**config.mk**
```make
export PLATFORM = sky130hd
export DESIGN_NAME = wb_timer_flat
export DESIGN_NICKNAME = d
export VERILOG_FILES = /design/src/rtl/soc_pkg.sv /design/src/rtl/wb_if.sv /design/src/rtl/wb_timer.sv /design/src/flat_wrapper.sv
export SDC_FILE = /design/constraint.sdc
export NUM_CORES = 1
export LEC_CHECK = 0
export ABC_AREA = 1
export ABC_CLOCK_PERIOD_IN_PS = 1800
export BUFFER_PORTS_ARGS = -buffer_cell sky130_fd_sc_hd__buf_4
export CAP_MARGIN = 5
export CORE_MARGIN = 2
export CORE_UTILIZATION = 47
export DETAILED_ROUTE_END_ITERATION = 7
export GPL_ROUTABILITY_DRIVEN = 0
export PLACE_DENSITY = 0.7
export SYNTH_ARGS = -nofsm -noshare
export SYNTH_HDL_FRONTEND = slang
export SYNTH_SLANG_ARGS = --single-unit
```
**constraint.sdc**
```tcl
create_clock -name clk_25mhz -period 1.8 [get_ports clk_25mhz]
set_clock_uncertainty 0.2 [all_clocks]
set_input_delay 0.09 -clock clk_25mhz [delete_from_list [all_inputs] [get_ports clk_25mhz]]
set_output_delay 0.09 -clock clk_25mhz [all_outputs]
set_load 0.03 [all_outputs]
```
**src/rtl/soc_pkg.sv**
```systemverilog
package soc_pkg;

	// Bus widths
	localparam int adr_w = 32;
	localparam int dat_w = 32;
	localparam int sel_w = 4;

	// Region select sits in the top address nibble
	localparam int region_w = 4;
	localparam logic [region_w-1:0] region_ram   = 4'h0;
	localparam logic [region_w-1:0] region_gpio  = 4'h1;
	localparam logic [region_w-1:0] region_timer = 4'h2;

	localparam int ram_words = 256; // 1 KiB
	localparam int ram_aw    = $clog2(ram_words);

	// Register offsets inside a region
	localparam logic [3:0] gpio_led  = 4'h0;
	localparam logic [3:0] gpio_btn  = 4'h4;
	localparam logic [3:0] gpio_edge = 4'h8;

	localparam logic [3:0] tmr_count   = 4'h0;
	localparam logic [3:0] tmr_compare = 4'h4;
	localparam logic [3:0] tmr_status  = 4'h8;

	localparam logic [dat_w-1:0] unmapped_data = '0;

	// Bit positions in the interrupt vector
	localparam int irq_timer = 0;
	localparam int irq_gpio  = 1;

	// Replace only the bytes whose select bit is set
	function automatic logic [dat_w-1:0] byte_merge(input logic [dat_w-1:0] old_w,
			input logic [dat_w-1:0] new_w, input logic [sel_w-1:0] sel);
		logic [dat_w-1:0] res;
		res = old_w;
		for (int i = 0; i < sel_w; i++) begin
			if (sel[i]) res[i*8 +: 8] = new_w[i*8 +: 8];
		end
		return res;
	endfunction

endpackage

```
**src/rtl/wb_if.sv**
```systemverilog
`timescale 1ns/1ps

interface wb_if import soc_pkg::*; ();

	logic [adr_w-1:0] adr;
	logic [dat_w-1:0] dat_m;   // Write data
	logic [dat_w-1:0] dat_s;   // Read data
	logic [sel_w-1:0] sel;
	logic             we;
	logic             stb;
	logic             cyc;
	logic             ack;

	modport master (
		output adr, dat_m, sel, we, stb, cyc,
		input  dat_s, ack
	);

	modport slave (
		input  adr, dat_m, sel, we, stb, cyc,
		output dat_s, ack
	);

endinterface

```
**src/rtl/wb_timer.sv**
```systemverilog
`timescale 1ns/1ps

module wb_timer import soc_pkg::*; (
	input  logic clk_25mhz,
	input  logic rst_n_i,
	wb_if.slave  bus,
	output logic irq_o
);

	logic [dat_w-1:0] count_q;
	logic [dat_w-1:0] cmp_q;
	logic [dat_w-1:0] rdata_q;
	logic             match_q;
	logic             ack_q;
	logic             access;
	logic             wr;
	logic             clr;

	assign access = bus.stb & bus.cyc & ~ack_q;
	assign wr     = access & bus.we;
	assign clr    = wr && bus.adr[3:0] == tmr_status && bus.sel[0] && bus.dat_m[0];

	always_ff @(posedge clk_25mhz or negedge rst_n_i) begin
		if (!rst_n_i) begin
			count_q <= '0;
			cmp_q   <= '1; // Far away after reset
			match_q <= 1'b0;
			ack_q   <= 1'b0;
		end else begin
			ack_q <= access;
			if (wr && bus.adr[3:0] == tmr_count)
				count_q <= byte_merge(count_q, bus.dat_m, bus.sel);
			else
				count_q <= count_q + 1'b1;
			if (wr && bus.adr[3:0] == tmr_compare)
				cmp_q <= byte_merge(cmp_q, bus.dat_m, bus.sel);
			if (count_q == cmp_q) match_q <= 1'b1; // Set wins over clear
			else if (clr) match_q <= 1'b0;
		end
	end

	always_ff @(posedge clk_25mhz) begin
		if (access) begin
			case (bus.adr[3:0])
				tmr_count:   rdata_q <= count_q;
				tmr_compare: rdata_q <= cmp_q;
				tmr_status:  rdata_q <= {{(dat_w-1){1'b0}}, match_q};
				default:     rdata_q <= '0;
			endcase
		end
	end

	assign bus.dat_s = rdata_q;
	assign bus.ack   = ack_q;
	assign irq_o     = match_q;

endmodule

```
**src/flat_wrapper.sv**
```systemverilog
// flat-port wrapper written by rule: the top's interface ports become plain ports
module wb_timer_flat import soc_pkg::*;
  (clk_25mhz, rst_n_i, irq_o, bus_adr, bus_dat_m, bus_sel, bus_we, bus_stb, bus_cyc, bus_dat_s, bus_ack);
  wb_if bus_i ();
  input  logic clk_25mhz;
  input  logic rst_n_i;
  output logic irq_o;
  input wire logic [$bits(bus_i.adr)-1:0] bus_adr;
  input wire logic [$bits(bus_i.dat_m)-1:0] bus_dat_m;
  input wire logic [$bits(bus_i.sel)-1:0] bus_sel;
  input wire logic [$bits(bus_i.we)-1:0] bus_we;
  input wire logic [$bits(bus_i.stb)-1:0] bus_stb;
  input wire logic [$bits(bus_i.cyc)-1:0] bus_cyc;
  output wire logic [$bits(bus_i.dat_s)-1:0] bus_dat_s;
  output wire logic [$bits(bus_i.ack)-1:0] bus_ack;
  assign bus_i.adr = bus_adr;
  assign bus_i.dat_m = bus_dat_m;
  assign bus_i.sel = bus_sel;
  assign bus_i.we = bus_we;
  assign bus_i.stb = bus_stb;
  assign bus_i.cyc = bus_cyc;
  assign bus_dat_s = bus_i.dat_s;
  assign bus_ack = bus_i.ack;
  wb_timer u_core (.clk_25mhz(clk_25mhz), .rst_n_i(rst_n_i), .bus(bus_i), .irq_o(irq_o));
endmodule
```
Word level (Yosys, flattened, before mapping) --
Index checks and enable logic that the tools add are counted.
Word-level totals: bits in registers 98, input bits 73
Operators by class: $add $sub $neg 1, equal/unequal tests 7, multiplexer cells 8, bitwise gates (word level) 4, reductions and logical operators 11
Operators by type and width (number):
- 32-bit one-hot mux with 3 select lines | 1
- 32-bit by 1-bit adder with 32-bit output (second input constant) | 1
- 32-bit == test | 1
- 32-bit two-way mux | 1
- 8-bit two-way mux | 4
- 2-bit != test (second input constant) | 4
- 2-bit AND reduction | 4
- 1-bit logical AND | 5
- 4-bit by 3-bit == test with 1-bit output (second input constant) | 1
- 4-bit == test (second input constant) | 1
- 4-bit logical NOT | 1
- 1-bit bitwise AND | 3
- 1-bit two-way mux | 2
- 2-bit nonzero test | 1
- 1-bit inverter | 1

Logic depth before layout (Yosys ltp) --
depth after elaboration 8, depth in mapped cells 11, mapped depth without buffers 10

Worst setup path after synthesis --
OpenSTA, ideal clock, no wires.
path kind reg-to-reg, from reg u_core.ack_q (netlist: u_core.bus.ack), to reg u_core.rdata_q[0] (netlist: u_core.bus.dat_s[0]) (enable), arrival time 1.290 ns, setup slack -0.078 ns, cell stages (with the launch flop) 4, path buffers 0, clock period less this slack 1.878 ns, cells stage by stage dfrtp_1 > inv_1 > nand3_1 > inv_1
On the way: longest elaborated chain between the ends 2
Ends and longest elaborated chain:
- start: declaration | RTL line wb_timer.sv:14 | logic ack_q;
- start signal: assignment | RTL line wb_timer.sv:30 | ack_q <= access;
- 1-bit inverter | RTL line wb_timer.sv:19 | assign access = bus.stb & bus.cyc & ~ack_q;
- 1-bit bitwise AND | RTL line wb_timer.sv:19
- named net u_core.access | RTL line wb_timer.sv:15 | logic access;
- end signal: assignment | RTL line wb_timer.sv:45 | tmr_count: rdata_q <= count_q;
- end signal: assignment | RTL line wb_timer.sv:46 | tmr_compare: rdata_q <= cmp_q;
- end signal: assignment | RTL line wb_timer.sv:47 | tmr_status: rdata_q <= {{(dat_w-1){1'b0}}, match_q};
- end: declaration | RTL line wb_timer.sv:12 | logic [dat_w-1:0] rdata_q;
The timed path passes the listed nets, and every way through them passes these cells. A chain may end at the register's enable or synchronous reset.

Worst setup path in the final report --
from reg u_core.count_q[1], to reg u_core.count_q[26]
On the way: longest elaborated chain between the ends 2
Ends and longest elaborated chain:
- start: declaration | RTL line wb_timer.sv:10 | logic [dat_w-1:0] count_q;
- start signal: assignment | RTL line wb_timer.sv:32 | count_q <= byte_merge(count_q, bus.dat_m, bus.sel);
- start signal: assignment | RTL line wb_timer.sv:34 | count_q <= count_q + 1'b1;
- 32-bit by 1-bit adder with 32-bit output | RTL line wb_timer.sv:34
- 32-bit two-way mux | RTL line wb_timer.sv:31 | if (wr && bus.adr[3:0] == tmr_count)
Every way passes these cells.

==> flow_metrics.py <==
metrics = {
    "status": {
        "result_of_the_run": "completed",
    },
    "placement": {
        "placement.io_buffers": 78,
        "hpwl_um": 10300,
        "post-place-ws_ns": -0.107,
    },
    "finish": {
        "finish.utilization_pct": 64.5,
        "diodes": 0,
        "finalNetCount": 946,
        "num-fill-cells": 960,
        "final_layout_size_suffix_gt1_share_pct": 24.1,
        "register_area_um2": 2660,
        "synthToLayoutAreaGrowth_pct": 32.8,
        "multi_input_gate_area_in_the_final_layout_um2": 2550,
    },
    "yosys": {
        "yosys_most_used_dff": "sky130_fd_sc_hd__dfrtp_1",
        "syn-instance-count": 722,
        "syn_nets": 796,
        "postSynthRegisterBits": 98,
        "synth.cell_area_um2": 5570,
        "synth_enable_flop_cells": 32,
        "synth_seq_area_share_pct": 47.6,
        "synth_cell_types": 29,
        "yosysWarningCount": 0,
        "asyncSetResetFlopFracSynth_pct": 67.3,
        "syn_avg_cell_area_um2": 7.71,
    },
    "detailed_routing": {
        "via_count": 5253,
        "wl_um": 15100,
        "detail-route-antenna-nets": 0,
        "detailedRoute.firstIterationViolations": 427,
        "drt-wirelength-per-cell_um": 14.8,
        "vias_per_cell": 5.15,
        "drc_errors": 0,
        "count_of_tritonroute_iterations_in_the_first_routing_pass": 5,
    },
    "timing": {
        "tightest_slew_ns": 0.439,
        "setup_viol_count_final": 0,
        "hold_violations": 0,
        "rsz0062_at_grt": "yes",
        "holdWs_ns": 0.0237,
        "fmax_mhz": 560,
        "final_min_period_over_clock_period_pct": 99.2,
        "final-max-slew-violation-count": 0,
        "period_minus_slack_ns": 1.79,
        "slew_headroom_pct": 70.8,
        "setup_slack_ns": 0.0137,
    },
    "power_and_ir_drop": {
        "ir_drop_v": 0.000597,
        "power.leakage_nw": 3.38,
        "power.density_cell_area_nw_per_um2": 925,
        "power_consumption_w": 0.00685,
    },
    "grt": {
        "grt_use_total_pct": 24.4,
        "grt_overflow_total": 0,
        "global_route_wire_length_before_repair_um": 24800,
        "vias_in_the_first_global_route": 5028,
        "grt_start_max_net_pins": 37,
        "grt_antenna_before_repair": 0,
    },
    "cts": {
        "tritoncts_num_sinks": 98,
        "clock_tree_from_tritoncts": "built",
        "cts_root_buffer": "sky130_fd_sc_hd__clkbuf_16",
        "clock_latency_ns": 0.35,
        "htree_num_levels": 3,
        "clkTransAtPathRegs_ns": 0.06,
        "clock_path_buffers": 2,
        "cts_buffers": 9,
    },
    "setup_path": {
        "path_class": "flop to flop",
        "timing.critical_path.slowest_stage_cell": "sky130_fd_sc_hd__dfrtp_1",
        "crit_path_end_kind": "flop",
        "timing.critical_path.slowest_cell_delay_ns": 0.39,
        "critical_path_startpoint_category": "flop",
        "critPathMostFrequentCell": "sky130_fd_sc_hd__nand2_1",
        "worst_ep_arrival_time_ns": 1.83,
        "crit_path_max_fanout": 4,
        "worstPathRequired_ns": 1.84,
        "crit_chain": "ha_2 > nand2_2 > nor2_4 > nand3_1 > inv_2 > nand2_1 > nand2_1 > nand3_1 > nand2_1 > nand2_1",
    },
    "die": {
        "design.portCount": 107,
        "total_die_area_um2": 12700,
        "fp-row-count": 39,
        "floorplan.die.width_um": 113,
        "floorplan.initialDensity_pct": 48.6,
        "placeableCoreArea_um2": 11500,
        "die_h_um": 113,
    },
    "flow_run": {
        "cap_viol_max_count": 0,
    },
    "worst_hold_path": {
        "hold_path.class": "primary input to flop",
    },
}
-- per-layer routing --
metal / routed length [um] / global-route usage [%] / part of all wire (%)
met3: 879 / 2.62 / 5.8
met5: 0 / 0 / 0
met2: 7590 / 41.8 / 50
met4: 247 / 8.46 / 1.6
met1: 6350 / 32.4 / 42
-- timing repair --
action	in CTS	in global routing
pin swaps	3	6
endpoints found under the setup margin	27	31
hold endpoints to repair	114	0
resized for setup	4	39
hold buffers	40	0
setup buffers	1	7
-- kinds of logic (layout without fill, tap and decap cells) --
logic type,Yosys count,count (layout),share of synthesized area (%)
adders and majority gates,1,1,0.225
DFF,98,98,47.6
AOI/OAI and AO/OA,100,100,9.68
and+or+nand+nor,390,390,29.6
xor gates and xnor gates,33,33,5.19
buffers and inverters,100,255,7.71
-- power breakdown --
| group | internal [W] | switching, W |
|---|---|---|
| clock | 0.00125 | 0.000846 |
| combinational | 0.000836 | 0.00102 |
| sequential | 0.00260 | 0.000289 |
| total | 0.00469 | 0.00216 |
-- worst paths after layout --
kind                                          startpoint                        endpoint  slack, ns  cells after the start
max                        u_core.count_q[1]$_DFFE_PN0P_  u_core.count_q[26]$_DFFE_PN0P_       0.01                     10
min                                           bus_adr[1]   u_core.bus.dat_s[0]$_DFFE_PN_       0.02                      4
max reg2reg                u_core.count_q[1]$_DFFE_PN0P_  u_core.count_q[26]$_DFFE_PN0P_       0.01                     10
min reg2reg                 u_core.cmp_q[15]$_DFFE_PN1P_    u_core.cmp_q[15]$_DFFE_PN1P_       0.28                      2
max in group asynchronous                        rst_n_i     u_core.cmp_q[9]$_DFFE_PN1P_       0.76                      3
min in group asynchronous                        rst_n_i  u_core.count_q[20]$_DFFE_PN0P_       0.03                      2
-- Yosys cell counts (all sizes together), types with 5 or more instances --
cell | n | share of area, %
xnor2 | 28 | 4.4
o211ai | 7 | 0.94
nand3 | 62 | 5.8
buf | 14 | 1.9
o22ai | 5 | 0.56
nor2 | 62 | 5.5
nand2 | 262 | 18
inv | 78 | 5.3
edfxtp | 32 | 17
clkbuf | 7 | 0.47
o21ai | 82 | 7.4
dfrtp | 34 | 15
xor2 | 5 | 0.79
dfstp | 32 | 15
-- state kept, by name, indices dropped and copies added, names as in the netlist --
name,flops
u_core.cmp_q,32
u_core.count_q,32
u_core.bus.dat_s,32
u_core.irq_o,1
u_core.bus.ack,1
-- stage by stage --
stage                     cells  TNS, ns  instance area (um2)
final                      1020        0                 7400
after global placement      956   -0.315                 6510
after floorplan             722        0                 5570
after global routing       1020   -0.618                 7400
after detailed placement    956    -1.76                 6510
after CTS                  1013  -0.0142                 7250
-- layout by cell type, fill, tap and decap left out, types with 2 or more instances in the layout --
cell type | synthesis | routed
sky130_fd_sc_hd__nand2_1 | 258 | 252
sky130_fd_sc_hd__nand2_2 | 4 | 8
sky130_fd_sc_hd__dfstp_2 | 32 | 32
sky130_fd_sc_hd__nor2_4 | 8 | 11
sky130_fd_sc_hd__edfxtp_1 | 32 | 32
sky130_fd_sc_hd__nand3_1 | 61 | 61
sky130_fd_sc_hd__o21ai_1 | 2 | 9
sky130_fd_sc_hd__inv_2 | 2 | 3
sky130_fd_sc_hd__clkinv_2 | 0 | 2
sky130_fd_sc_hd__dlygate4sd3_1 | 0 | 40
sky130_fd_sc_hd__o211ai_1 | 7 | 7
sky130_fd_sc_hd__buf_4 | 2 | 113
sky130_fd_sc_hd__o21ai_0 | 80 | 73
sky130_fd_sc_hd__clkbuf_16 | 0 | 9
sky130_fd_sc_hd__xnor2_1 | 28 | 28
sky130_fd_sc_hd__clkinvlp_4 | 0 | 2
sky130_fd_sc_hd__inv_1 | 76 | 73
sky130_fd_sc_hd__nor2_1 | 49 | 44
sky130_fd_sc_hd__buf_12 | 0 | 5
sky130_fd_sc_hd__a22o_1 | 2 | 2
sky130_fd_sc_hd__nand4_1 | 2 | 2
sky130_fd_sc_hd__nand2_4 | 0 | 2
sky130_fd_sc_hd__dfrtp_1 | 34 | 26
sky130_fd_sc_hd__bufinv_16 | 0 | 2
sky130_fd_sc_hd__dfrtp_2 | 0 | 8
sky130_fd_sc_hd__nor2_2 | 5 | 7
sky130_fd_sc_hd__xor2_1 | 5 | 5
sky130_fd_sc_hd__and2_1 | 2 | 2
sky130_fd_sc_hd__o22ai_1 | 5 | 5
sky130_fd_sc_hd__a21oi_1 | 2 | 2
-- final cells by class --
| cell class | count | share of cell area (%) |
|---|---|---|
| sequential | 98 | 36.0 |
| clock buffer | 11 | 3.28 |
| clock inverter | 5 | 1.05 |
| inverter | 79 | 4.23 |
| multi-input combinational | 524 | 34.4 |
| timing repair buffer | 160 | 18.6 |
| tap | 143 | 2.42 |
-- worst max-delay path: cells and delay by family, from the launching register on --
family / cells / cell delay, ns
and+or+nand+nor: 8 / 0.73
DFF: 1 / 0.39
adders and majority gates: 1 / 0.21
buffers and inverters: 1 / 0.15
Note: power is estimated with default switching activity, not from simulation.
