--- config.mk ---
export PLATFORM = sky130hd
export DESIGN_NAME = wb_interconnect_flat
export DESIGN_NICKNAME = d
export VERILOG_FILES = /design/src/rtl/soc_pkg.sv /design/src/rtl/wb_if.sv /design/src/rtl/wb_interconnect.sv /design/src/flat_wrapper.sv
export SDC_FILE = /design/constraint.sdc
export NUM_CORES = 1
export LEC_CHECK = 0
export BUFFER_PORTS_ARGS = -buffer_cell sky130_fd_sc_hd__buf_2
export CORE_AREA = 8 8 157 159
export DETAILED_ROUTE_END_ITERATION = 8
export DIE_AREA = 0 0 165 167
export PLACE_DENSITY_LB_ADDON = 0.08
export SYNTH_ARGS = -nofsm -noshare
export SYNTH_HDL_FRONTEND = slang
export SYNTH_SLANG_ARGS = --single-unit
--- constraint.sdc ---
create_clock -name clk_25mhz -period 2.2 [get_ports clk_25mhz]
set_clock_uncertainty 0.1 [all_clocks]
set_input_delay 0 -clock clk_25mhz [delete_from_list [all_inputs] [get_ports clk_25mhz]]
set_output_delay 0 -clock clk_25mhz [all_outputs]
set_load 0.01 [all_outputs]
--- src/rtl/soc_pkg.sv ---
package soc_pkg;

	// Bus widths
	localparam int adr_w = 32;
	localparam int dat_w = 32;
	localparam int sel_w = 4;

	// Region select sits in the top address nibble
	localparam int region_w = 4;
	localparam logic [region_w-1:0] region_ram   = 4'h0;
	localparam logic [region_w-1:0] region_gpio  = 4'h1;
	localparam logic [region_w-1:0] region_timer = 4'h2;

	localparam int ram_words = 256; // 1 KiB
	localparam int ram_aw    = $clog2(ram_words);

	// Register offsets inside a region
	localparam logic [3:0] gpio_led  = 4'h0;
	localparam logic [3:0] gpio_btn  = 4'h4;
	localparam logic [3:0] gpio_edge = 4'h8;

	localparam logic [3:0] tmr_count   = 4'h0;
	localparam logic [3:0] tmr_compare = 4'h4;
	localparam logic [3:0] tmr_status  = 4'h8;

	localparam logic [dat_w-1:0] unmapped_data = '0;

	// Bit positions in the interrupt vector
	localparam int irq_timer = 0;
	localparam int irq_gpio  = 1;

	// Replace only the bytes whose select bit is set
	function automatic logic [dat_w-1:0] byte_merge(input logic [dat_w-1:0] old_w,
			input logic [dat_w-1:0] new_w, input logic [sel_w-1:0] sel);
		logic [dat_w-1:0] res;
		res = old_w;
		for (int i = 0; i < sel_w; i++) begin
			if (sel[i]) res[i*8 +: 8] = new_w[i*8 +: 8];
		end
		return res;
	endfunction

endpackage

--- src/rtl/wb_if.sv ---
`timescale 1ns/1ps

interface wb_if import soc_pkg::*; ();

	logic [adr_w-1:0] adr;
	logic [dat_w-1:0] dat_m;   // Write data
	logic [dat_w-1:0] dat_s;   // Read data
	logic [sel_w-1:0] sel;
	logic             we;
	logic             stb;
	logic             cyc;
	logic             ack;

	modport master (
		output adr, dat_m, sel, we, stb, cyc,
		input  dat_s, ack
	);

	modport slave (
		input  adr, dat_m, sel, we, stb, cyc,
		output dat_s, ack
	);

endinterface

--- src/rtl/wb_interconnect.sv ---
`timescale 1ns/1ps

module wb_interconnect import soc_pkg::*; (
	input logic clk_25mhz,
	input logic rst_n_i,
	wb_if.slave m,
	wb_if.master s_ram,
	wb_if.master s_gpio,
	wb_if.master s_tmr
);

	logic [region_w-1:0] region;
	logic sel_ram;
	logic sel_gpio;
	logic sel_tmr;
	logic sel_none;
	logic none_ack_q; // Ack for cycles that hit no slave

	assign region   = m.adr[adr_w-1 -: region_w];
	assign sel_ram  = (region == region_ram);
	assign sel_gpio = (region == region_gpio);
	assign sel_tmr  = (region == region_timer);
	assign sel_none = ~(sel_ram | sel_gpio | sel_tmr);

	// Request fans out to all slaves, strobes only to the selected one
	assign s_ram.adr    = m.adr;
	assign s_ram.dat_m  = m.dat_m;
	assign s_ram.sel    = m.sel;
	assign s_ram.we     = m.we;
	assign s_ram.stb    = m.stb & sel_ram;
	assign s_ram.cyc    = m.cyc & sel_ram;

	assign s_gpio.adr   = m.adr;
	assign s_gpio.dat_m = m.dat_m;
	assign s_gpio.sel   = m.sel;
	assign s_gpio.we    = m.we;
	assign s_gpio.stb   = m.stb & sel_gpio;
	assign s_gpio.cyc   = m.cyc & sel_gpio;

	assign s_tmr.adr    = m.adr;
	assign s_tmr.dat_m  = m.dat_m;
	assign s_tmr.sel    = m.sel;
	assign s_tmr.we     = m.we;
	assign s_tmr.stb    = m.stb & sel_tmr;
	assign s_tmr.cyc    = m.cyc & sel_tmr;

	// Unmapped region answers on its own, writes go nowhere
	always_ff @(posedge clk_25mhz or negedge rst_n_i) begin
		if (!rst_n_i) none_ack_q <= 1'b0;
		else none_ack_q <= m.stb & m.cyc & sel_none & ~none_ack_q;
	end

	always_comb begin
		if (sel_ram) begin
			m.dat_s = s_ram.dat_s;
			m.ack   = s_ram.ack;
		end else if (sel_gpio) begin
			m.dat_s = s_gpio.dat_s;
			m.ack   = s_gpio.ack;
		end else if (sel_tmr) begin
			m.dat_s = s_tmr.dat_s;
			m.ack   = s_tmr.ack;
		end else begin
			m.dat_s = unmapped_data;
			m.ack   = none_ack_q;
		end
	end

endmodule

--- src/flat_wrapper.sv ---
// flat-port wrapper written by rule: the top's interface ports become plain ports
module wb_interconnect_flat import soc_pkg::*;
  (clk_25mhz, rst_n_i, m_adr, m_dat_m, m_sel, m_we, m_stb, m_cyc, m_dat_s, m_ack, s_ram_adr, s_ram_dat_m, s_ram_sel, s_ram_we, s_ram_stb, s_ram_cyc, s_ram_dat_s, s_ram_ack, s_gpio_adr, s_gpio_dat_m, s_gpio_sel, s_gpio_we, s_gpio_stb, s_gpio_cyc, s_gpio_dat_s, s_gpio_ack, s_tmr_adr, s_tmr_dat_m, s_tmr_sel, s_tmr_we, s_tmr_stb, s_tmr_cyc, s_tmr_dat_s, s_tmr_ack);
  wb_if m_i ();
  wb_if s_ram_i ();
  wb_if s_gpio_i ();
  wb_if s_tmr_i ();
  input logic clk_25mhz;
  input logic rst_n_i;
  input wire logic [$bits(m_i.adr)-1:0] m_adr;
  input wire logic [$bits(m_i.dat_m)-1:0] m_dat_m;
  input wire logic [$bits(m_i.sel)-1:0] m_sel;
  input wire logic [$bits(m_i.we)-1:0] m_we;
  input wire logic [$bits(m_i.stb)-1:0] m_stb;
  input wire logic [$bits(m_i.cyc)-1:0] m_cyc;
  output wire logic [$bits(m_i.dat_s)-1:0] m_dat_s;
  output wire logic [$bits(m_i.ack)-1:0] m_ack;
  output wire logic [$bits(s_ram_i.adr)-1:0] s_ram_adr;
  output wire logic [$bits(s_ram_i.dat_m)-1:0] s_ram_dat_m;
  output wire logic [$bits(s_ram_i.sel)-1:0] s_ram_sel;
  output wire logic [$bits(s_ram_i.we)-1:0] s_ram_we;
  output wire logic [$bits(s_ram_i.stb)-1:0] s_ram_stb;
  output wire logic [$bits(s_ram_i.cyc)-1:0] s_ram_cyc;
  input wire logic [$bits(s_ram_i.dat_s)-1:0] s_ram_dat_s;
  input wire logic [$bits(s_ram_i.ack)-1:0] s_ram_ack;
  output wire logic [$bits(s_gpio_i.adr)-1:0] s_gpio_adr;
  output wire logic [$bits(s_gpio_i.dat_m)-1:0] s_gpio_dat_m;
  output wire logic [$bits(s_gpio_i.sel)-1:0] s_gpio_sel;
  output wire logic [$bits(s_gpio_i.we)-1:0] s_gpio_we;
  output wire logic [$bits(s_gpio_i.stb)-1:0] s_gpio_stb;
  output wire logic [$bits(s_gpio_i.cyc)-1:0] s_gpio_cyc;
  input wire logic [$bits(s_gpio_i.dat_s)-1:0] s_gpio_dat_s;
  input wire logic [$bits(s_gpio_i.ack)-1:0] s_gpio_ack;
  output wire logic [$bits(s_tmr_i.adr)-1:0] s_tmr_adr;
  output wire logic [$bits(s_tmr_i.dat_m)-1:0] s_tmr_dat_m;
  output wire logic [$bits(s_tmr_i.sel)-1:0] s_tmr_sel;
  output wire logic [$bits(s_tmr_i.we)-1:0] s_tmr_we;
  output wire logic [$bits(s_tmr_i.stb)-1:0] s_tmr_stb;
  output wire logic [$bits(s_tmr_i.cyc)-1:0] s_tmr_cyc;
  input wire logic [$bits(s_tmr_i.dat_s)-1:0] s_tmr_dat_s;
  input wire logic [$bits(s_tmr_i.ack)-1:0] s_tmr_ack;
  assign m_i.adr = m_adr;
  assign m_i.dat_m = m_dat_m;
  assign m_i.sel = m_sel;
  assign m_i.we = m_we;
  assign m_i.stb = m_stb;
  assign m_i.cyc = m_cyc;
  assign m_dat_s = m_i.dat_s;
  assign m_ack = m_i.ack;
  assign s_ram_adr = s_ram_i.adr;
  assign s_ram_dat_m = s_ram_i.dat_m;
  assign s_ram_sel = s_ram_i.sel;
  assign s_ram_we = s_ram_i.we;
  assign s_ram_stb = s_ram_i.stb;
  assign s_ram_cyc = s_ram_i.cyc;
  assign s_ram_i.dat_s = s_ram_dat_s;
  assign s_ram_i.ack = s_ram_ack;
  assign s_gpio_adr = s_gpio_i.adr;
  assign s_gpio_dat_m = s_gpio_i.dat_m;
  assign s_gpio_sel = s_gpio_i.sel;
  assign s_gpio_we = s_gpio_i.we;
  assign s_gpio_stb = s_gpio_i.stb;
  assign s_gpio_cyc = s_gpio_i.cyc;
  assign s_gpio_i.dat_s = s_gpio_dat_s;
  assign s_gpio_i.ack = s_gpio_ack;
  assign s_tmr_adr = s_tmr_i.adr;
  assign s_tmr_dat_m = s_tmr_i.dat_m;
  assign s_tmr_sel = s_tmr_i.sel;
  assign s_tmr_we = s_tmr_i.we;
  assign s_tmr_stb = s_tmr_i.stb;
  assign s_tmr_cyc = s_tmr_i.cyc;
  assign s_tmr_i.dat_s = s_tmr_dat_s;
  assign s_tmr_i.ack = s_tmr_ack;
  wb_interconnect u_core (.clk_25mhz(clk_25mhz), .rst_n_i(rst_n_i), .m(m_i), .s_ram(s_ram_i), .s_gpio(s_gpio_i), .s_tmr(s_tmr_i));
endmodule
---- After elaboration in Yosys (flattened, before gate mapping) ----
Index checks and enable logic that the tools add are counted.
storage, ports and cells
  memories kept ........................... 0
  bits in latches ......................... 0
  word-level logic and storage cells ...... 23
  output and inout port bits .............. 246
  memory bits (writable) .................. 0
  bits in read-only memories .............. 0
  register bits after elaboration ......... 1
cells by class
  shift operators ......................... 0
  magnitude comparators ................... 0
  reduce and logical (&&, ||, !) cells .... 1
  add/subtract/negate cells ............... 0
  bitwise operators ....................... 13
  $mul .................................... 0
  equality and inequality tests ........... 2
  div/mod/pow operators ................... 0
  muxes and demuxes ....................... 6
operators by type and width
  cell                                                             count
  32-bit 2-to-1 mux                                                3
  1-bit AND                                                        9
  4-bit by 1-bit == test with 1-bit output, second input constant  1
  4-bit by 2-bit == test with 1-bit output, second input constant  1
  4-bit zero test                                                  1
  1-bit 2-to-1 mux                                                 3
  1-bit inverter                                                   2
  1-bit bitwise OR                                                 2

---- Longest topological paths before layout ----
  word-level depth ........................ 6
  depth in mapped cells ................... 6

---- Least setup slack after synthesis ----
No wires, ideal clock.
  path type ............................... input to output
  start point ............................. in m_adr[28]
  end point ............................... out m_dat_s[10]
  arrival ................................. 1.024 ns
  setup slack ............................. 1.076 ns
  stages .................................. 6
  path buffers ............................ 3
  cell sequence ........................... buf_6 -> or4_4 -> buf_6 -> buf_6 -> nor2_2 -> a21oi_1
on the way
  longest elaborated chain between the ends .. 4
ends and longest elaborated chain
  element                                   RTL line               source
  start, declared                           flat_wrapper.sv:10     input wire logic [$bits(m_i.adr)-1:0] m_adr;
  4-bit by 2-bit == test with 1-bit output  wb_interconnect.sv:22  assign sel_tmr = (region == region_timer);
  32-bit 2-to-1 mux                         wb_interconnect.sv:60  end else if (sel_tmr) begin
  32-bit 2-to-1 mux                         wb_interconnect.sv:57  end else if (sel_gpio) begin
  32-bit 2-to-1 mux (*)                     wb_interconnect.sv:54  if (sel_ram) begin
  end, declared                             flat_wrapper.sv:16     output wire logic [$bits(m_i.dat_s)-1:0] m_dat_s;
Every way passes the cells marked *; elsewhere a longest branch is shown, timed or not.

---- Worst setup path after layout ----
  start point ............................. in m_adr[28]
  end point ............................... out m_dat_s[21]
The elaborated chain is that of the path after synthesis.

==> metrics.md <==
| Metric | Value |
|---|---|
| Status | finished clean |
| Total global routing overflow | 0 |
| Critical path class | primary input to output port |
| Initial antenna violation count | 0 |
| GRT Resource Usage Total | 6.761% |
| Synthesis-stage register bit count | 1 |
| Ant diodes | 0 |
| Final hold slack | ~0.21 ns |
| Leading area contributor after synthesis | buf_4 |
| Synthesized area per cell | approximately 6.7 um2 |
| Mean routed wirelength per cell | approximately 16 um |
| Post-DP HPWL | around 7.8 mm |
| Post-CTS setup buffer count | 0 |
| IO buf count | about 160 |
| Global-route wire length before repair | 14.86 mm |
| Registers with the most flip-flops | u_core.none_ack_q (1) |
| Hold path start | m_stb |
| Top-Level Pins | around 420 |
| Total wire length | approximately 11 mm |
| DRC Markers | 0 |
| HP Class | primary input to register |
| Vias per std cell | about 3.2 |
| Largest net degree at the start of global routing | 33 |
| Tcrit/Tclk final | roughly 70% |
| Core area | 22230 um2 |
| Worst slew pin tran | roughly 0.64 ns |
| Max-cap viol count | 0 |
| Resized cells post-CTS | 0 |
| Clock Latency Late Sink | 0 ns |
| Yosys cell types | 21 |
| Synthesized Nets | around 540 |
| Synthesized area | 2455 um2 |
| Starting Density | between 10% and 20% |
| Clk slew on worst S/H paths | 0 ns |
| Tmin final | 1.543 ns |
| Setup crit end kind | output port |
| Slew Limit Fails | 0 |
| Setup tns final | 0 ns |
| Worst r2r src | u_core.none_ack_q |
| Pwr dens | 200.3 nW/um2 |
| Slowest stage delay, CP | between 0.8 and 0.9 ns |
| Vias in the first global route | between 2k and 3k |
| # nets final | 551 |
| Final setup viols | 0 |
| CP Cell Sequence | buf_2, or4_4, nor2_2, a21oi_1, buf_2 |
| Worst Path Max Fanout | 32 |
| Top post-synthesis cells by area | buf_4, nor2_2, a21oi_1, o21ai_0, nand2_1 |
| Synth top area share | between 60% and 70% |
| Peak supply drop | 0.00009309 V |
| Number of synthesis warnings | 0 |
| Final hold vios | 0 |
| Largest Register | u_core.none_ack_q |
| Die H | between 150 and 200 um |
| Fmax | 0.6481 GHz |
| CP arrival | ~1.4 ns |
| Die area | ~28000 um2 |
| Worst path most repeated cell | buf_2 |
| Max reg flops | 1 |
| Crit. Startpoint | m_adr[28] |
| CP required | between 2 and 2.5 ns |
| Area growth syn-to-layout | 8.155% |
| Pre-Repair DR Iteration Count | 4 |
| CP max-delay cell | or4_4 |
| Hold-fix buffers, CTS | 66 |
| Rel. slew slack | a little under three fifths |
| Unrepaired setup endpoints after global routing | no |
| Detail Route Antenna Nets | 0 |
| Routed vias | ~2.1k |
| Share of cells above drive strength 1 | a little over 50% |
| Register area share after synthesis | between 1 and 1.5% |
| Post-Synthesis Cells | about 370 |
| Initial DRC count | 37 |
| Leakage | 1.223 nW |
| Die Width | about 170 um |
| CP startpoint kind | primary input |
| Site Rows | 55 |
| Final RePlAce weighted congestion | around 0.62 |
-- final timing paths --
| path | end | slack (ns) | depth (start not counted) |
|---|---|---|---|
| min reg2reg | u_core.none_ack_q | 0.35 | 1 |
| max | m_dat_s[21] | 0.66 | 5 |
| max reg2reg | u_core.none_ack_q | 1.44 | 1 |
| max in group asynchronous | u_core.none_ack_q | 1.68 | 2 |
| min in group asynchronous | u_core.none_ack_q | 0.24 | 2 |
| min | u_core.none_ack_q | 0.21 | 3 |
-- stage by stage --
stage          power, mW  cells  area [um2]  util (%)  setup WS (ns)
2_1_floorplan     0.4998    369        2455         -          1.076
3_3_place_gp      0.3023    596        1994     8.973         0.6558
5_1_grt           0.5823    662        2655     11.94         0.5507
4_1_cts           0.5441    662        2655     11.94         0.6254
3_5_place_dp      0.2997    596        1994     8.973         0.6230
6_report          0.5318    662        2655     11.94         0.6570
-- cell usage in the layout (no fill, tap or decap) --
master         Yosys  routed
a21oi_1           32      32
dlygate4sd3_1      0      66
buf_2              3     157
mux2i_1            1       1
nor4b_4            1       1
inv_1              1       1
nor2_2            30      30
and3_1             4       4
or4_1              1       1
o21ai_1            5       5
dfrtp_1            1       1
buf_4            207       6
nor2_1             4       4
o21ai_0           28      28
nand2_1           34      34
a221oi_1           1       1
or4_4              1       1
a211oi_1           1       1
and2_1             2       2
nor3_4             1       1
-- area by class of cell --
cell class,instances,area [um2]
Sequential cell,1,25.02
Inverter,1,3.754
Fill cell,2599,19570
Tap cell,285,356.6
Multi-Input combinational cell,146,778.2
Timing Repair Buffer,229,1491
-- critical path, delay by kind of cell --
| family | cells | cell delay [ns] |
|---|---|---|
| compound gates | 1 | 0.08 |
| buf+inv | 2 | 0.34 |
| simple gates | 2 | 1.01 |
-- cell families (layout without fill, tap and decap cells) --
kind of cell | Yosys count | after routing | synth area share (%)
multiplexers | 1 | 1 | 0.4078
buffers and inverters | 222 | 230 | 67.28
flip-flops | 1 | 1 | 1.019
AO/OA/AOI/OAI | 67 | 67 | 13.91
AND/OR/NAND/NOR | 78 | 78 | 17.38
-- metal layers --
layer / vias to the layer above / share of wire, % / global-route usage, % / wire, um
li1: 984 / - / - / -
met1: 922 / 33 / 6.650 / 3523
met2: 192 / 55 / 14.18 / 5805
met3: 3 / 11 / 1.677 / 1185
met4: 0 / 0.34 / 0.1567 / 36
met5: - / 0 / 0 / 0
-- report_power, final --
part / internal [mW] / leakage (nW) / switching, mW
Combinational: 0.208 / 1.21 / 0.303
Clock: 0 / 0 / 0
Sequential: 0.0198 / 0.0133 / 0.000770
Total: 0.228 / 1.22 / 0.304
-- synth_stat cells (all sizes together) --
cell and count:
o21ai 33, clkbuf 6, a21oi 32, mux2i 1
a221oi 1, nand2 34, nor3 1, and3 4
nor4b 1, and2 2, dfrtp 1, buf 215
nor2 34, or4 2, a211oi 1, inv 1
(Power assumes the default switching activity.)
