`config.mk`:
```
export PLATFORM = sky130hd
export DESIGN_NAME = wb_gpio_flat
export DESIGN_NICKNAME = d
export VERILOG_FILES = /design/src/rtl/soc_pkg.sv /design/src/rtl/wb_if.sv /design/src/rtl/wb_gpio.sv /design/src/flat_wrapper.sv
export SDC_FILE = /design/constraint.sdc
export NUM_CORES = 1
export LEC_CHECK = 0
export BUFFER_PORTS_ARGS = -buffer_cell sky130_fd_sc_hd__buf_2
export CAP_MARGIN = 20
export CORE_MARGIN = 4
export CORE_UTILIZATION = 35
export CTS_CLUSTER_DIAMETER = 30
export DETAILED_ROUTE_END_ITERATION = 10
export PLACE_DENSITY_LB_ADDON = 0.08
export SYNTH_ARGS = -nofsm -noshare
export SYNTH_HDL_FRONTEND = slang
export SYNTH_SLANG_ARGS = --single-unit
```
`constraint.sdc`:
```
create_clock -name clk_25mhz -period 5 [get_ports clk_25mhz]
set_clock_uncertainty 0.05 [all_clocks]
set_input_delay 0.25 -clock clk_25mhz [delete_from_list [all_inputs] [get_ports clk_25mhz]]
set_output_delay 0.25 -clock clk_25mhz [all_outputs]
set_load 0.02 [all_outputs]
```
`src/rtl/soc_pkg.sv`:
```
package soc_pkg;

	// Bus widths
	localparam int adr_w = 32;
	localparam int dat_w = 32;
	localparam int sel_w = 4;

	// Region select sits in the top address nibble
	localparam int region_w = 4;
	localparam logic [region_w-1:0] region_ram   = 4'h0;
	localparam logic [region_w-1:0] region_gpio  = 4'h1;
	localparam logic [region_w-1:0] region_timer = 4'h2;

	localparam int ram_words = 256; // 1 KiB
	localparam int ram_aw    = $clog2(ram_words);

	// Register offsets inside a region
	localparam logic [3:0] gpio_led  = 4'h0;
	localparam logic [3:0] gpio_btn  = 4'h4;
	localparam logic [3:0] gpio_edge = 4'h8;

	localparam logic [3:0] tmr_count   = 4'h0;
	localparam logic [3:0] tmr_compare = 4'h4;
	localparam logic [3:0] tmr_status  = 4'h8;

	localparam logic [dat_w-1:0] unmapped_data = '0;

	// Bit positions in the interrupt vector
	localparam int irq_timer = 0;
	localparam int irq_gpio  = 1;

	// Replace only the bytes whose select bit is set
	function automatic logic [dat_w-1:0] byte_merge(input logic [dat_w-1:0] old_w,
			input logic [dat_w-1:0] new_w, input logic [sel_w-1:0] sel);
		logic [dat_w-1:0] res;
		res = old_w;
		for (int i = 0; i < sel_w; i++) begin
			if (sel[i]) res[i*8 +: 8] = new_w[i*8 +: 8];
		end
		return res;
	endfunction

endpackage

```
`src/rtl/wb_if.sv`:
```
`timescale 1ns/1ps

interface wb_if import soc_pkg::*; ();

	logic [adr_w-1:0] adr;
	logic [dat_w-1:0] dat_m;   // Write data
	logic [dat_w-1:0] dat_s;   // Read data
	logic [sel_w-1:0] sel;
	logic             we;
	logic             stb;
	logic             cyc;
	logic             ack;

	modport master (
		output adr, dat_m, sel, we, stb, cyc,
		input  dat_s, ack
	);

	modport slave (
		input  adr, dat_m, sel, we, stb, cyc,
		output dat_s, ack
	);

endinterface

```
`src/rtl/wb_gpio.sv`:
```
`timescale 1ns/1ps

module wb_gpio import soc_pkg::*; (
	input  logic       clk_25mhz,
	input  logic       rst_n_i,
	wb_if.slave        bus,
	input  logic [7:0] btn_i,
	output logic [7:0] led_o,
	output logic       irq_o
);

	logic [7:0]       btn_s1;
	logic [7:0]       btn_s2;
	logic [7:0]       rise;
	logic [7:0]       led_q;
	logic [7:0]       edge_q;
	logic [7:0]       edge_d;
	logic [7:0]       edge_clr;
	logic [dat_w-1:0] wr_word;
	logic [dat_w-1:0] rdata_q;
	logic             ack_q;
	logic             irq_q;
	logic             access;
	logic             wr;

	assign access = bus.stb & bus.cyc & ~ack_q;
	assign wr     = access & bus.we;

	// Edge shows up in the same cycle as the synchronized level
	assign rise = btn_s1 & ~btn_s2;

	assign wr_word  = byte_merge({24'b0, led_q}, bus.dat_m, bus.sel);
	assign edge_clr = (wr && bus.adr[3:0] == gpio_edge && bus.sel[0]) ? bus.dat_m[7:0] : 8'h00;
	assign edge_d   = (edge_q & ~edge_clr) | rise; // New edge beats clear

	always_ff @(posedge clk_25mhz or negedge rst_n_i) begin
		if (!rst_n_i) begin
			btn_s1 <= '0;
			btn_s2 <= '0;
			led_q  <= '0;
			edge_q <= '0;
			irq_q  <= 1'b0;
			ack_q  <= 1'b0;
		end else begin
			btn_s1 <= btn_i;
			btn_s2 <= btn_s1;
			edge_q <= edge_d;
			irq_q  <= |edge_d;
			ack_q  <= access;
			if (wr && bus.adr[3:0] == gpio_led) led_q <= wr_word[7:0];
		end
	end

	always_ff @(posedge clk_25mhz) begin
		if (access) begin
			case (bus.adr[3:0])
				gpio_led:  rdata_q <= {24'b0, led_q};
				gpio_btn:  rdata_q <= {24'b0, btn_s2};
				gpio_edge: rdata_q <= {24'b0, edge_q};
				default:   rdata_q <= '0;
			endcase
		end
	end

	assign bus.dat_s = rdata_q;
	assign bus.ack   = ack_q;
	assign led_o     = led_q;
	assign irq_o     = irq_q;

endmodule

```
`src/flat_wrapper.sv`:
```
// flat-port wrapper written by rule: the top's interface ports become plain ports
module wb_gpio_flat import soc_pkg::*;
  (clk_25mhz, rst_n_i, btn_i, led_o, irq_o, bus_adr, bus_dat_m, bus_sel, bus_we, bus_stb, bus_cyc, bus_dat_s, bus_ack);
  wb_if bus_i ();
  input  logic clk_25mhz;
  input  logic rst_n_i;
  input  logic [7:0] btn_i;
  output logic [7:0] led_o;
  output logic irq_o;
  input wire logic [$bits(bus_i.adr)-1:0] bus_adr;
  input wire logic [$bits(bus_i.dat_m)-1:0] bus_dat_m;
  input wire logic [$bits(bus_i.sel)-1:0] bus_sel;
  input wire logic [$bits(bus_i.we)-1:0] bus_we;
  input wire logic [$bits(bus_i.stb)-1:0] bus_stb;
  input wire logic [$bits(bus_i.cyc)-1:0] bus_cyc;
  output wire logic [$bits(bus_i.dat_s)-1:0] bus_dat_s;
  output wire logic [$bits(bus_i.ack)-1:0] bus_ack;
  assign bus_i.adr = bus_adr;
  assign bus_i.dat_m = bus_dat_m;
  assign bus_i.sel = bus_sel;
  assign bus_i.we = bus_we;
  assign bus_i.stb = bus_stb;
  assign bus_i.cyc = bus_cyc;
  assign bus_dat_s = bus_i.dat_s;
  assign bus_ack = bus_i.ack;
  wb_gpio u_core (.clk_25mhz(clk_25mhz), .rst_n_i(rst_n_i), .bus(bus_i), .btn_i(btn_i), .led_o(led_o), .irq_o(irq_o));
endmodule
```
Yosys cells after proc, flatten, opt, wreduce, memory -nomap -nowiden
Index checks and enable logic that the tools add are counted.
{"block": "totals", "input_bits": 81, "wordCells": 26, "regBits": 66, "out_inout_bits": 42}
{"block": "op_classes", "mux": 2, "n_eq_ne": 2, "reduce_logical": 6, "bitwise_logic": 9}
{"operator": "8-bit case mux with 3 select lines", "n": 1}
{"operator": "8-bit AND", "n": 2}
{"operator": "8-bit inverter", "n": 2}
{"operator": "8-bit 2-to-1 mux", "n": 1}
{"operator": "8-bit OR", "n": 1}
{"operator": "8-bit OR reduction", "n": 1}
{"operator": "4-bit by 3-bit == test with 1-bit output (second input constant)", "n": 1}
{"operator": "4-bit == test (second input constant)", "n": 1}
{"operator": "4-bit logical NOT", "n": 1}
{"operator": "1-bit AND", "n": 3}
{"operator": "1-bit logical AND", "n": 3}
{"operator": "2-bit AND reduction", "n": 1}
{"operator": "1-bit inverter", "n": 1}

Longest topological paths before layout
Gate-level depths: netlist of run 1.
{"block": "logic_depth", "depth_word": 10, "depth_mapped": 5}

Least setup slack after synthesis of run 1
No wires, ideal clock.
{"block": "synth_path", "path_type": "reg-to-reg", "from": "reg u_core.ack_q, in the netlist u_core.bus.ack", "to": "reg u_core.led_q[0], in the netlist u_core.led_o[0]", "path_slack_ps": 3272, "t_arrival_ps": 1553, "synth_period_minus_slack_ps": 1728, "required_time_ps": 4825, "n_path_buf": 1, "stages_incl_launch_ff": 5, "path_cell_list": "dfrtp_1 -> and3b_1 -> and4_1 -> buf_6 -> mux2_2"}
{"block": "synth_via", "elab_chain_cells": 5}
{"element": "from (decl)", "line_no": "wb_gpio.sv:21", "rtl": "logic ack_q;"}
{"element": "from (signal assigned)", "line_no": "wb_gpio.sv:49", "rtl": "ack_q <= access;"}
{"element": "1-bit inverter", "line_no": "wb_gpio.sv:26", "rtl": "assign access = bus.stb & bus.cyc & ~ack_q;"}
{"element": "1-bit AND", "line_no": "wb_gpio.sv:26"}
{"element": "named net u_core.access", "line_no": "wb_gpio.sv:23", "rtl": "logic access;"}
{"element": "1-bit AND", "line_no": "wb_gpio.sv:27", "rtl": "assign wr = access & bus.we;"}
{"element": "1-bit logical AND", "line_no": "wb_gpio.sv:50", "rtl": "if (wr && bus.adr[3:0] == gpio_led) led_q <= wr_word[7:0];"}
{"element": "2-bit AND reduction (no source line)"}
{"element": "to (signal assigned)", "line_no": "wb_gpio.sv:50"}
{"element": "to (decl)", "line_no": "wb_gpio.sv:15", "rtl": "logic [7:0] led_q;"}
The timed path passes the listed nets, and every way through them passes these cells.
A chain may end at the register's enable or synchronous reset.

Final worst setup path of run 1
{"block": "layout_path", "from": "reg u_core.ack_q, in the netlist u_core.bus.ack", "to": "reg u_core.led_q[2], in the netlist u_core.led_o[2]"}
Same word-level chain as after synthesis.

==> metrics.md, run 1 <==
| Metric | Value |
|---|---|
| Status | `finished, violations left` |
| Violations in the final reports | `hold timing` |
| Worst setup slack for register-to-register paths | `3030 ps` |
| Share of post-route cells with drive strength above 1 | `approximately 30%` |
| Placed Cells incl. Taps | `between 200 and 300` |
| Parity-gate share of the synthesized area counting xor and xnor cells | `0%` |
| Num ports | `roughly 120` |
| Input/output buffers | `43` |
| Count of final setup violators | `0` |
| Final-report max-slew violation count | `0` |
| Global-route wire length before repair | `6.03 mm` |
| Router iterations before antenna repair | `5` |
| Post-synthesis simple-gate area fraction | `under 10%` |
| Number of non-filler instances in the completed layout | `between 200 and 300` |
| Async SR Flop Fraction | `around four fifths` |
| Post-synth cell types | `24` |
| Ys Warns | `0` |
| Int Power | `about 0.00048 W` |
| Detailed-route wire length per cell | `between 10 and 15 µm` |
| Adder and majority cell fraction of the synthesized area | `0%` |
| Final net count | `~270` |
| Final setup TNS | `0 ps` |
| Multiplexer share of the synthesized area | `slightly below 5%` |
| Post-DP Area | `0.00202 mm²` |
| Num Clock Sinks | `42` |
| ANT nets after route | `0` |
| Largest net degree at the start of global routing | `35` |
| Power per Cell Area | `about 300 mW/mm²` |
| Power dissipated by switching net loads | `roughly 0.00016 W` |
| Via/cell ratio | `4.47` |
| Highest clock frequency the design can meet | `between 500 and 600 MHz` |
| Relative slew margins | `slightly below 40%` |
| Sequential fraction of design power | `57.7%` |
| EDFF count, synth | `8` |
| Most common flop cell mapped by yosys | `dfrtp_1` |
| Total length of routed wires | `between 3 and 4 mm` |
| Unrepaired setup endpoints after global routing | `false` |
| Number of antenna repair diodes | `0` |
| Cell Rows | `26` |
| Final weighted congestion in routability-driven placement | `~0.77` |
| Starting density of the core | `between 30 and 40%` |
| Total overflow reported by the global router | `0` |
| Transition time at the pin with the least slew margin | `between 900 and 1000 ps` |
| Post_cts resized | `0` |
| Data required time at the worst endpoint | `roughly 5000 ps` |
| Quantity of hold-fixing buffers added after cts | `1` |
| Final Hold Viols | `34` |
| Number of buffers inserted by post-CTS setup repair | `0` |
| Area of the die | `roughly 0.0065 mm²` |
| CTS Root Cell | `clkbuf_8` |
| Post-placement worst setup slack | `2820 ps` |
| FF-to-FF Start | `u_core.bus.ack` |
| Post-synth design cell area | `0.00183 mm²` |
| GRT Overall Usage | `between 10% and 20%` |
| Max-cap violations | `0` |
| Gate count of the mapped netlist | `between 100 and 150` |
| DRC marker count from the first detailed-route iteration | `about 120` |
| Critical-path maximum fanout | `11` |
| Floorplan Core Area | `between 0.005 and 0.006 mm²` |
| Category of the most critical setup path | `register to register` |
| Worst EP arrival | `approximately 2100 ps` |
| Net switching share of the total power | `25.0%` |
| Combinational cell fraction of total power | `a little under an eighth` |
| Via count of the first global-routing pass | `1,161` |
| DRC errors left | `0` |
| Number of buffers added by the clock tree synthesis step | `5` |
| H-tree level count | `2` |
| Die width | `80.4 µm` |
| Mean cell area of the mapped netlist | `between 10 and 15 µm²` |
| Static leakage | `around 1.1 nW` |
| Worst min-delay path class | `input port to async pin` |
| Final cell area excluding filler cells | `0.00213 mm²` |
| Die height | `around 80 µm` |
| Insertion delay to the later sink of the worst-skew pair | `around 280 ps` |
| Clock period minus worst slack | `between 1500 and 2000 ps` |
| Number of synthesized register bits | `42` |
| Clock power share | `a little under a third` |
| Startpoint types | `register` |
| Detailed placement HPWL | `about 2.8 mm` |
| Period utilisation layout | `39.3%` |
| Setup WS post-layout | `roughly 3000 ps` |
| Clock buffer depth | `2` |
| Synth-to-layout area growth | `16.0%` |
| Main combinational cell family by area after synthesis | `buffers and inverters` |
| Peak supply drop | `roughly 0.15 mV` |
| Count of vias placed by the detailed router | `roughly 1,200` |
| CTS tree | `done` |
| Clock transition time at the flip-flop clock pins of the worst setup and hold paths | `70 ps` |
| Kind of end point of the critical path | `register` |
| Post-synthesis compound-gate area fraction | `11.4%` |
| Share of synthesized area occupied by flip-flops and latches | `about three fifths` |
| Antenna violations before repair | `0` |
| Hold Worst Slack | `-20.1 ps` |
| Source of the critical timing path | `u_core.bus.ack` |
critical path, stage by stage, from the launching register on:
cell and delay [ps]:
dfrtp_1 370, and3b_1 480, and4_1 560, mux2_2 390
Yosys cell counts, drive strengths merged, types with 2 or more instances:
cell type  number  area, µm²
buf            26        203
inv            20       75.1
o22ai           2       12.5
dfrtp          34        851
and4            2       17.5
nor2b           4       25.0
a22o            5       43.8
nor4            3       33.8
nor4b           2       38.8
mux2            8       90.1
nand2           8       30.0
edfxtp          8        240
a222oi          8       80.1
a21o            4       30.0
a221oi          2       17.5
final timing paths:
kind | cells past startpoint | endpoint
max | 3 | u_core.led_o[2]
min | 1 | u_core.led_o[1]
max reg2reg | 3 | u_core.led_o[2]
min reg2reg | 0 | u_core.btn_s2[2]
max in group asynchronous | 1 | u_core.btn_s1[1]
min in group clk_25mhz | 1 | u_core.btn_s1[4]
placed cells by master (no fill, tap or decap), drive strengths merged, types with 2 or more instances in the layout:
cell type / instances
nor4: 3
clkbuf: 7
a21o: 4
inv: 20
conb: 24
nand2: 8
mux2: 8
nor2b: 4
nor4b: 2
dlygate4sd3: 3
edfxtp: 8
and4: 2
a221oi: 2
o22ai: 2
buf: 43
a22o: 5
a222oi: 8
dfrtp: 34
power groups by stage:
stage / sequential [W] / clock (W) / combinational (W)
final: 0.000372 / 0.000198 / 0.0000758
after global routing: 0.000374 / 0.000224 / 0.0000836
after CTS: 0.000373 / 0.000210 / 0.0000755
after detailed placement: 0.000380 / 0 / 0.0000748
after global placement: 0.000379 / 0 / 0.0000737
after floorplan: 0.000388 / 0 / 0.0000472
per-stage QoR:
step | util (%) | power, W | hold slack [ps]
after floorplan | - | 0.000435 | -95.6
after global placement | 39.6 | 0.000453 | 306
after detailed placement | 39.6 | 0.000454 | 309
after CTS | 41.3 | 0.000658 | 2.19
after global routing | 41.6 | 0.000682 | 1.21
final | 41.6 | 0.000646 | -20.1
sequential cells by signal (all words and copies together) (netlist names):
signal	cells
u_core.btn_s1	8
u_core.btn_s2	8
u_core.bus.ack	1
u_core.bus.dat_s	8
u_core.edge_q	8
u_core.irq_o	1
u_core.led_o	8
cells by family after synthesis:
logic type	Yosys count
muxes	8
buffers and inverters	46
DFF	42
other	1
AOI/OAI and AO/OA	24
and+or+nand+nor	21
final cells by class:
type / instances / area, µm²
multi-input combinational: 77 / 552
timing repair buffer: 46 / 245
tap: 70 / 87.6
fill: 536 / 2980
sequential: 42 / 1090
inverter: 20 / 75.1
clock buffer: 7 / 76.3
layer usage:
| layer | track usage (%) | share of wire [%] |
|---|---|---|
| met1 | 17.1 | 43 |
| met2 | 18.6 | 46 |
| met3 | 3.59 | 9.7 |
| met4 | 5.57 | 1.8 |
| met5 | 0 | 0 |
No activity file was read; power rests on OpenSTA's default activity.
==> run 2: changes to the inputs <==
--- a/config.mk
+++ b/config.mk
@@ -5,6 +5,7 @@
 export SDC_FILE = /design/constraint.sdc
 export NUM_CORES = 1
 export LEC_CHECK = 0
+export ABC_AREA = 1
 export BUFFER_PORTS_ARGS = -buffer_cell sky130_fd_sc_hd__buf_2
 export CAP_MARGIN = 20
 export CORE_MARGIN = 4
==> constraint.sdc (replaced) <==
create_clock -name clk_25mhz -period 1.8 [get_ports clk_25mhz]
set_clock_uncertainty 0.05 [all_clocks]
set_input_delay 0.09 -clock clk_25mhz [delete_from_list [all_inputs] [get_ports clk_25mhz]]
set_output_delay 0.09 -clock clk_25mhz [all_outputs]
set_load 0.02 [all_outputs]
==> run 2 against run 1 <==
Against the previous run:
- the flow now finishes without violations
- critical path type unchanged
- non-clock buffer count increased by 16
- final area rose by 11%
- synthesized cell count grew 20%
- clock power increased to 3.5 times the previous value
- cell count up 18%
- power rose to 3.0 times the previous value
==> metrics.md, run 2 <==
| Metric | Value |
|---|---|
| Worst EP arrival | `1630 ps (-460 ps)` |
| Final cell area excluding filler cells | `0.00236 mm² (+11%)` |
| Num ports | `123 (unchanged)` |
| Via/cell ratio | `4.03 (-9.9%)` |
| Met3 routed WL | `265 µm (-27%)` |
| CP most frequent cell | `nand2_1` |
| Mean cell area of the mapped netlist | `10.9 µm² (-16%)` |
| Post-DP Area | `0.00208 mm² (+2.9%)` |
| Power dissipated by switching net loads | `0.000477 W (+200%)` |
| Post-synth cell types | `19 (-21%)` |
| Count of final setup violators | `0 (unchanged)` |
| Kind of end point of the critical path | `register` |
| Most common cell after layout, fill and taps aside | `buf_2` |
| Floorplan Core Area | `0.00511 mm² (unchanged)` |
| Most frequently used cell type in the post-synthesis netlist | `nand2_1` |
| Worst setup slack for register-to-register paths | `300 ps (-2730 ps)` |
| Input/output buffers | `43 (unchanged)` |
| Final net count | `320 (+17%)` |
| Period utilisation layout | `83.4% (+44 points)` |
| Number of buffers inserted by post-CTS setup repair | `0 (unchanged)` |
| Share of synthesized area occupied by flip-flops and latches | `58.8% (-0.68 points)` |
| Commonest cells post-synth | `nand2_1 (40), dfrtp_1 (34), buf_4 (24)` |
| DRC marker count from the first detailed-route iteration | `32 (-72%)` |
| Clock transition time at the flip-flop clock pins of the worst setup and hold paths | `70 ps (about the same)` |
| Peak supply drop | `0.375 mV (+160%)` |
| Leading cell types by total area after synthesis | `dfrtp_1 (46%), edfxtp_1 (13%), buf_4 (9.7%)` |
| EDFF count, synth | `8 (unchanged)` |
| Transition time at the pin with the least slew margin | `775 ps (-145 ps)` |
| Relative slew margins | `48.4% (+9.8 points)` |
| Buf/Inv on CP | `1 (+1)` |
| Worst min-delay path class | `input port to register` |
| Die height | `80.8 µm (+0.52%)` |
| ANT nets after route | `0 (unchanged)` |
| Total power draw | `0.00196 W (+200%)` |
| Family of cells with the greatest summed delay on the critical path | `simple AND/OR/NAND/NOR gates` |
| Antenna violations before repair | `0 (unchanged)` |
| Net switching share of the total power | `24.3% (-0.72 points)` |
| Count of vias placed by the detailed router | `1,250 (+6.7%)` |
| Parity-gate share of the synthesized area counting xor and xnor cells | `0% (unchanged)` |
| H-tree level count | `2 (unchanged)` |
| Hold Worst Slack | `222 ps (+242 ps)` |
| Int Power | `0.00149 W (+210%)` |
| GRT Overall Usage | `12.3% (-0.30 points)` |
| Post-synthesis simple-gate area fraction | `17.5% (+8.7 points)` |
| CTS tree | `done` |
| Number of synthesized register bits | `42 (unchanged)` |
| Startpoint types | `register` |
| Total overflow reported by the global router | `0 (unchanged)` |
| Status | `complete, no violations` |
| Slowest cell on the critical path | `dfrtp_1` |
| Number of antenna repair diodes | `0 (unchanged)` |
| CTS Root Cell | `clkbuf_8` |
| Starting density of the core | `36.3% (+0.42 points)` |
| Gate count of the mapped netlist | `171 (+20%)` |
| Post-synthesis compound-gate area fraction | `3.17% (-8.2 points)` |
| Top Metal Used | `met4` |
| Data required time at the worst endpoint | `1930 ps (-3190 ps)` |
| Slowest stage delay, CP | `400 ps (-160 ps)` |
| Static leakage | `1.13 nW (+5.8%)` |
| Share of the synthesized area in the top cell type | `45.9% (-0.53 points)` |
| Number of buffers added by the clock tree synthesis step | `5 (unchanged)` |
| M1 WL | `1.65 mm (+4.2%)` |
| Insertion delay to the later sink of the worst-skew pair | `290 ps (about the same)` |
| Via count of the first global-routing pass | `1,249 (+7.6%)` |
| Hold Crit Depth | `4` |
| FF-to-FF Start | `u_core.bus.ack` |
| Hold Crit Endpoint | `u_core.bus.ack` |
| Commonest cells after routing, fill and taps aside | `buf_2 (43), nand2_1 (40), dfrtp_1 (34)` |
| Total length of routed wires | `3.75 mm (+1.1%)` |
| Final-report max-slew violation count | `0 (unchanged)` |
| Share of post-route cells with drive strength above 1 | `31.7% (+0.94 points)` |
| Sequential fraction of design power | `52.6% (-5.1 points)` |
| Final weighted congestion in routability-driven placement | `0.723 (-6.3%)` |
| Depth of the most critical reg-to-reg path | `8 (+5)` |
| Router iterations before antenna repair | `4 (-1)` |
| Detailed-route wire length per cell | `12.1 µm (-15%)` |
| Final Hold Viols | `0 (-100%)` |
| Clock period minus worst slack | `1500 ps (-465 ps)` |
| Unrepaired setup endpoints after global routing | `false` |
| Global-route wire length before repair | `5.95 mm (-1.3%)` |
| Max-cap violations | `0 (unchanged)` |
| Clock power share | `35.4% (+4.8 points)` |
| Main combinational cell family by area after synthesis | `simple AND/OR/NAND/NOR gates` |
| Crit path cell chain | `inv_1 -> nand4_2 -> nor2_4 -> nand2_1 -> a21oi_1 -> nand2_1 -> nor2_1 -> nand2_1` |
| DRC errors left | `0 (unchanged)` |
| Area of the die | `0.00653 mm² (+1.0%)` |
| Leading area contributor after synthesis | `dfrtp_1` |
| End of the worst register-to-register path | `u_core.irq_o` |
| Async SR Flop Fraction | `81.0% (unchanged)` |
| Critical-path maximum fanout | `8 (-3)` |
| Detailed placement HPWL | `2.66 mm (-4.0%)` |
| Final setup TNS | `0 ps (unchanged)` |
| Amount of wire on met2 after detailed routing | `1.79 mm (+5.3%)` |
| Hold Path Origin | `bus_cyc` |
| Multiplexer share of the synthesized area | `6.47% (+1.6 points)` |
| Synth-to-layout area growth | `27.2%` |
| Ys Warns | `0 (unchanged)` |
| Post-synth design cell area | `0.00186 mm² (+1.2%)` |
| Highest clock frequency the design can meet | `666 MHz (+31%)` |
| Most common flop cell mapped by yosys | `dfrtp_1` |
| Largest net degree at the start of global routing | `35 (unchanged)` |
| Power per Cell Area | `832 mW/mm² (+170%)` |
| Clock buffer depth | `2 (unchanged)` |
| Die width | `80.8 µm (+0.52%)` |
| Adder and majority cell fraction of the synthesized area | `0% (unchanged)` |
| Cell Rows | `26 (unchanged)` |
| Num Clock Sinks | `42 (unchanged)` |
| Category of the most critical setup path | `register to register` |
| Combinational cell fraction of total power | `12.1% (+0.4 points)` |
-- run 2: metrics by stage --
stage	instances	utilization [%]	worst slack, ps
2_1_floorplan	194	-	197
3_3_place_gp	285	40.7	306
3_5_place_dp	285	40.7	271
4_1_cts	309	46.0	254
5_1_grt	310	46.2	112
6_report	310	46.2	299
-- run 2: what timing repair did --
action	4_1_cts	5_1_grt
endpoints found under the hold margin	49	1
resized for setup	0	0
hold buffers	16	1
-- run 2: power by group through the flow --
| stage | clock network [W] | registers, W | logic [W] |
|---|---|---|---|
| after floorplan | 0 | 0.00108 | 0.000136 |
| after global placement | 0 | 0.00105 | 0.000209 |
| after detailed placement | 0 | 0.00105 | 0.000211 |
| after CTS | 0.000723 | 0.00103 | 0.000238 |
| after global routing | 0.000763 | 0.00104 | 0.000262 |
| final | 0.000694 | 0.00103 | 0.000237 |
-- run 2: routing by layer --
layer / vias up / GRT usage [%]
li1: 624 / -
met1: 580 / 15.8
met2: 42 / 19.5
met3: 4 / 3.55
met4: 0 / 4.90
met5: - / 0
-- run 2: how the worst max path moves through the flow --
| stage | start | endpoint | slack [ps] | cells past startpoint |
|---|---|---|---|---|
| after CTS | u_core.bus.ack | u_core.irq_o | 250 | 8 |
| after global placement | u_core.bus.ack | u_core.irq_o | 310 | 8 |
| final | u_core.bus.ack | u_core.irq_o | 300 | 8 |
| after detailed placement | u_core.bus.ack | u_core.irq_o | 270 | 8 |
| after floorplan | u_core.bus.ack | u_core.led_o[0] | 200 | 3 |
| after global routing | u_core.bus.ack | u_core.irq_o | 110 | 8 |
-- run 2: cells by family after synthesis --
family / after synthesis
flops: 42
compound gates: 8
simple gates: 68
buf+inv: 44
other cells: 1
mux: 8
-- run 2: tightest hold or removal path, stage by stage --
cell and delay [ps]:
buf_2 110, nand2_1 70, nor2_2 50, buf_4 180
-- run 2: cell type report --
type / count / area (µm²)
clock buffer: 8 / 110
timing repair buffer: 62 / 400
sequential: 42 / 1090
multi-input combinational: 108 / 594
tap: 70 / 87.6
inverter: 20 / 76.3
fill: 494 / 2750
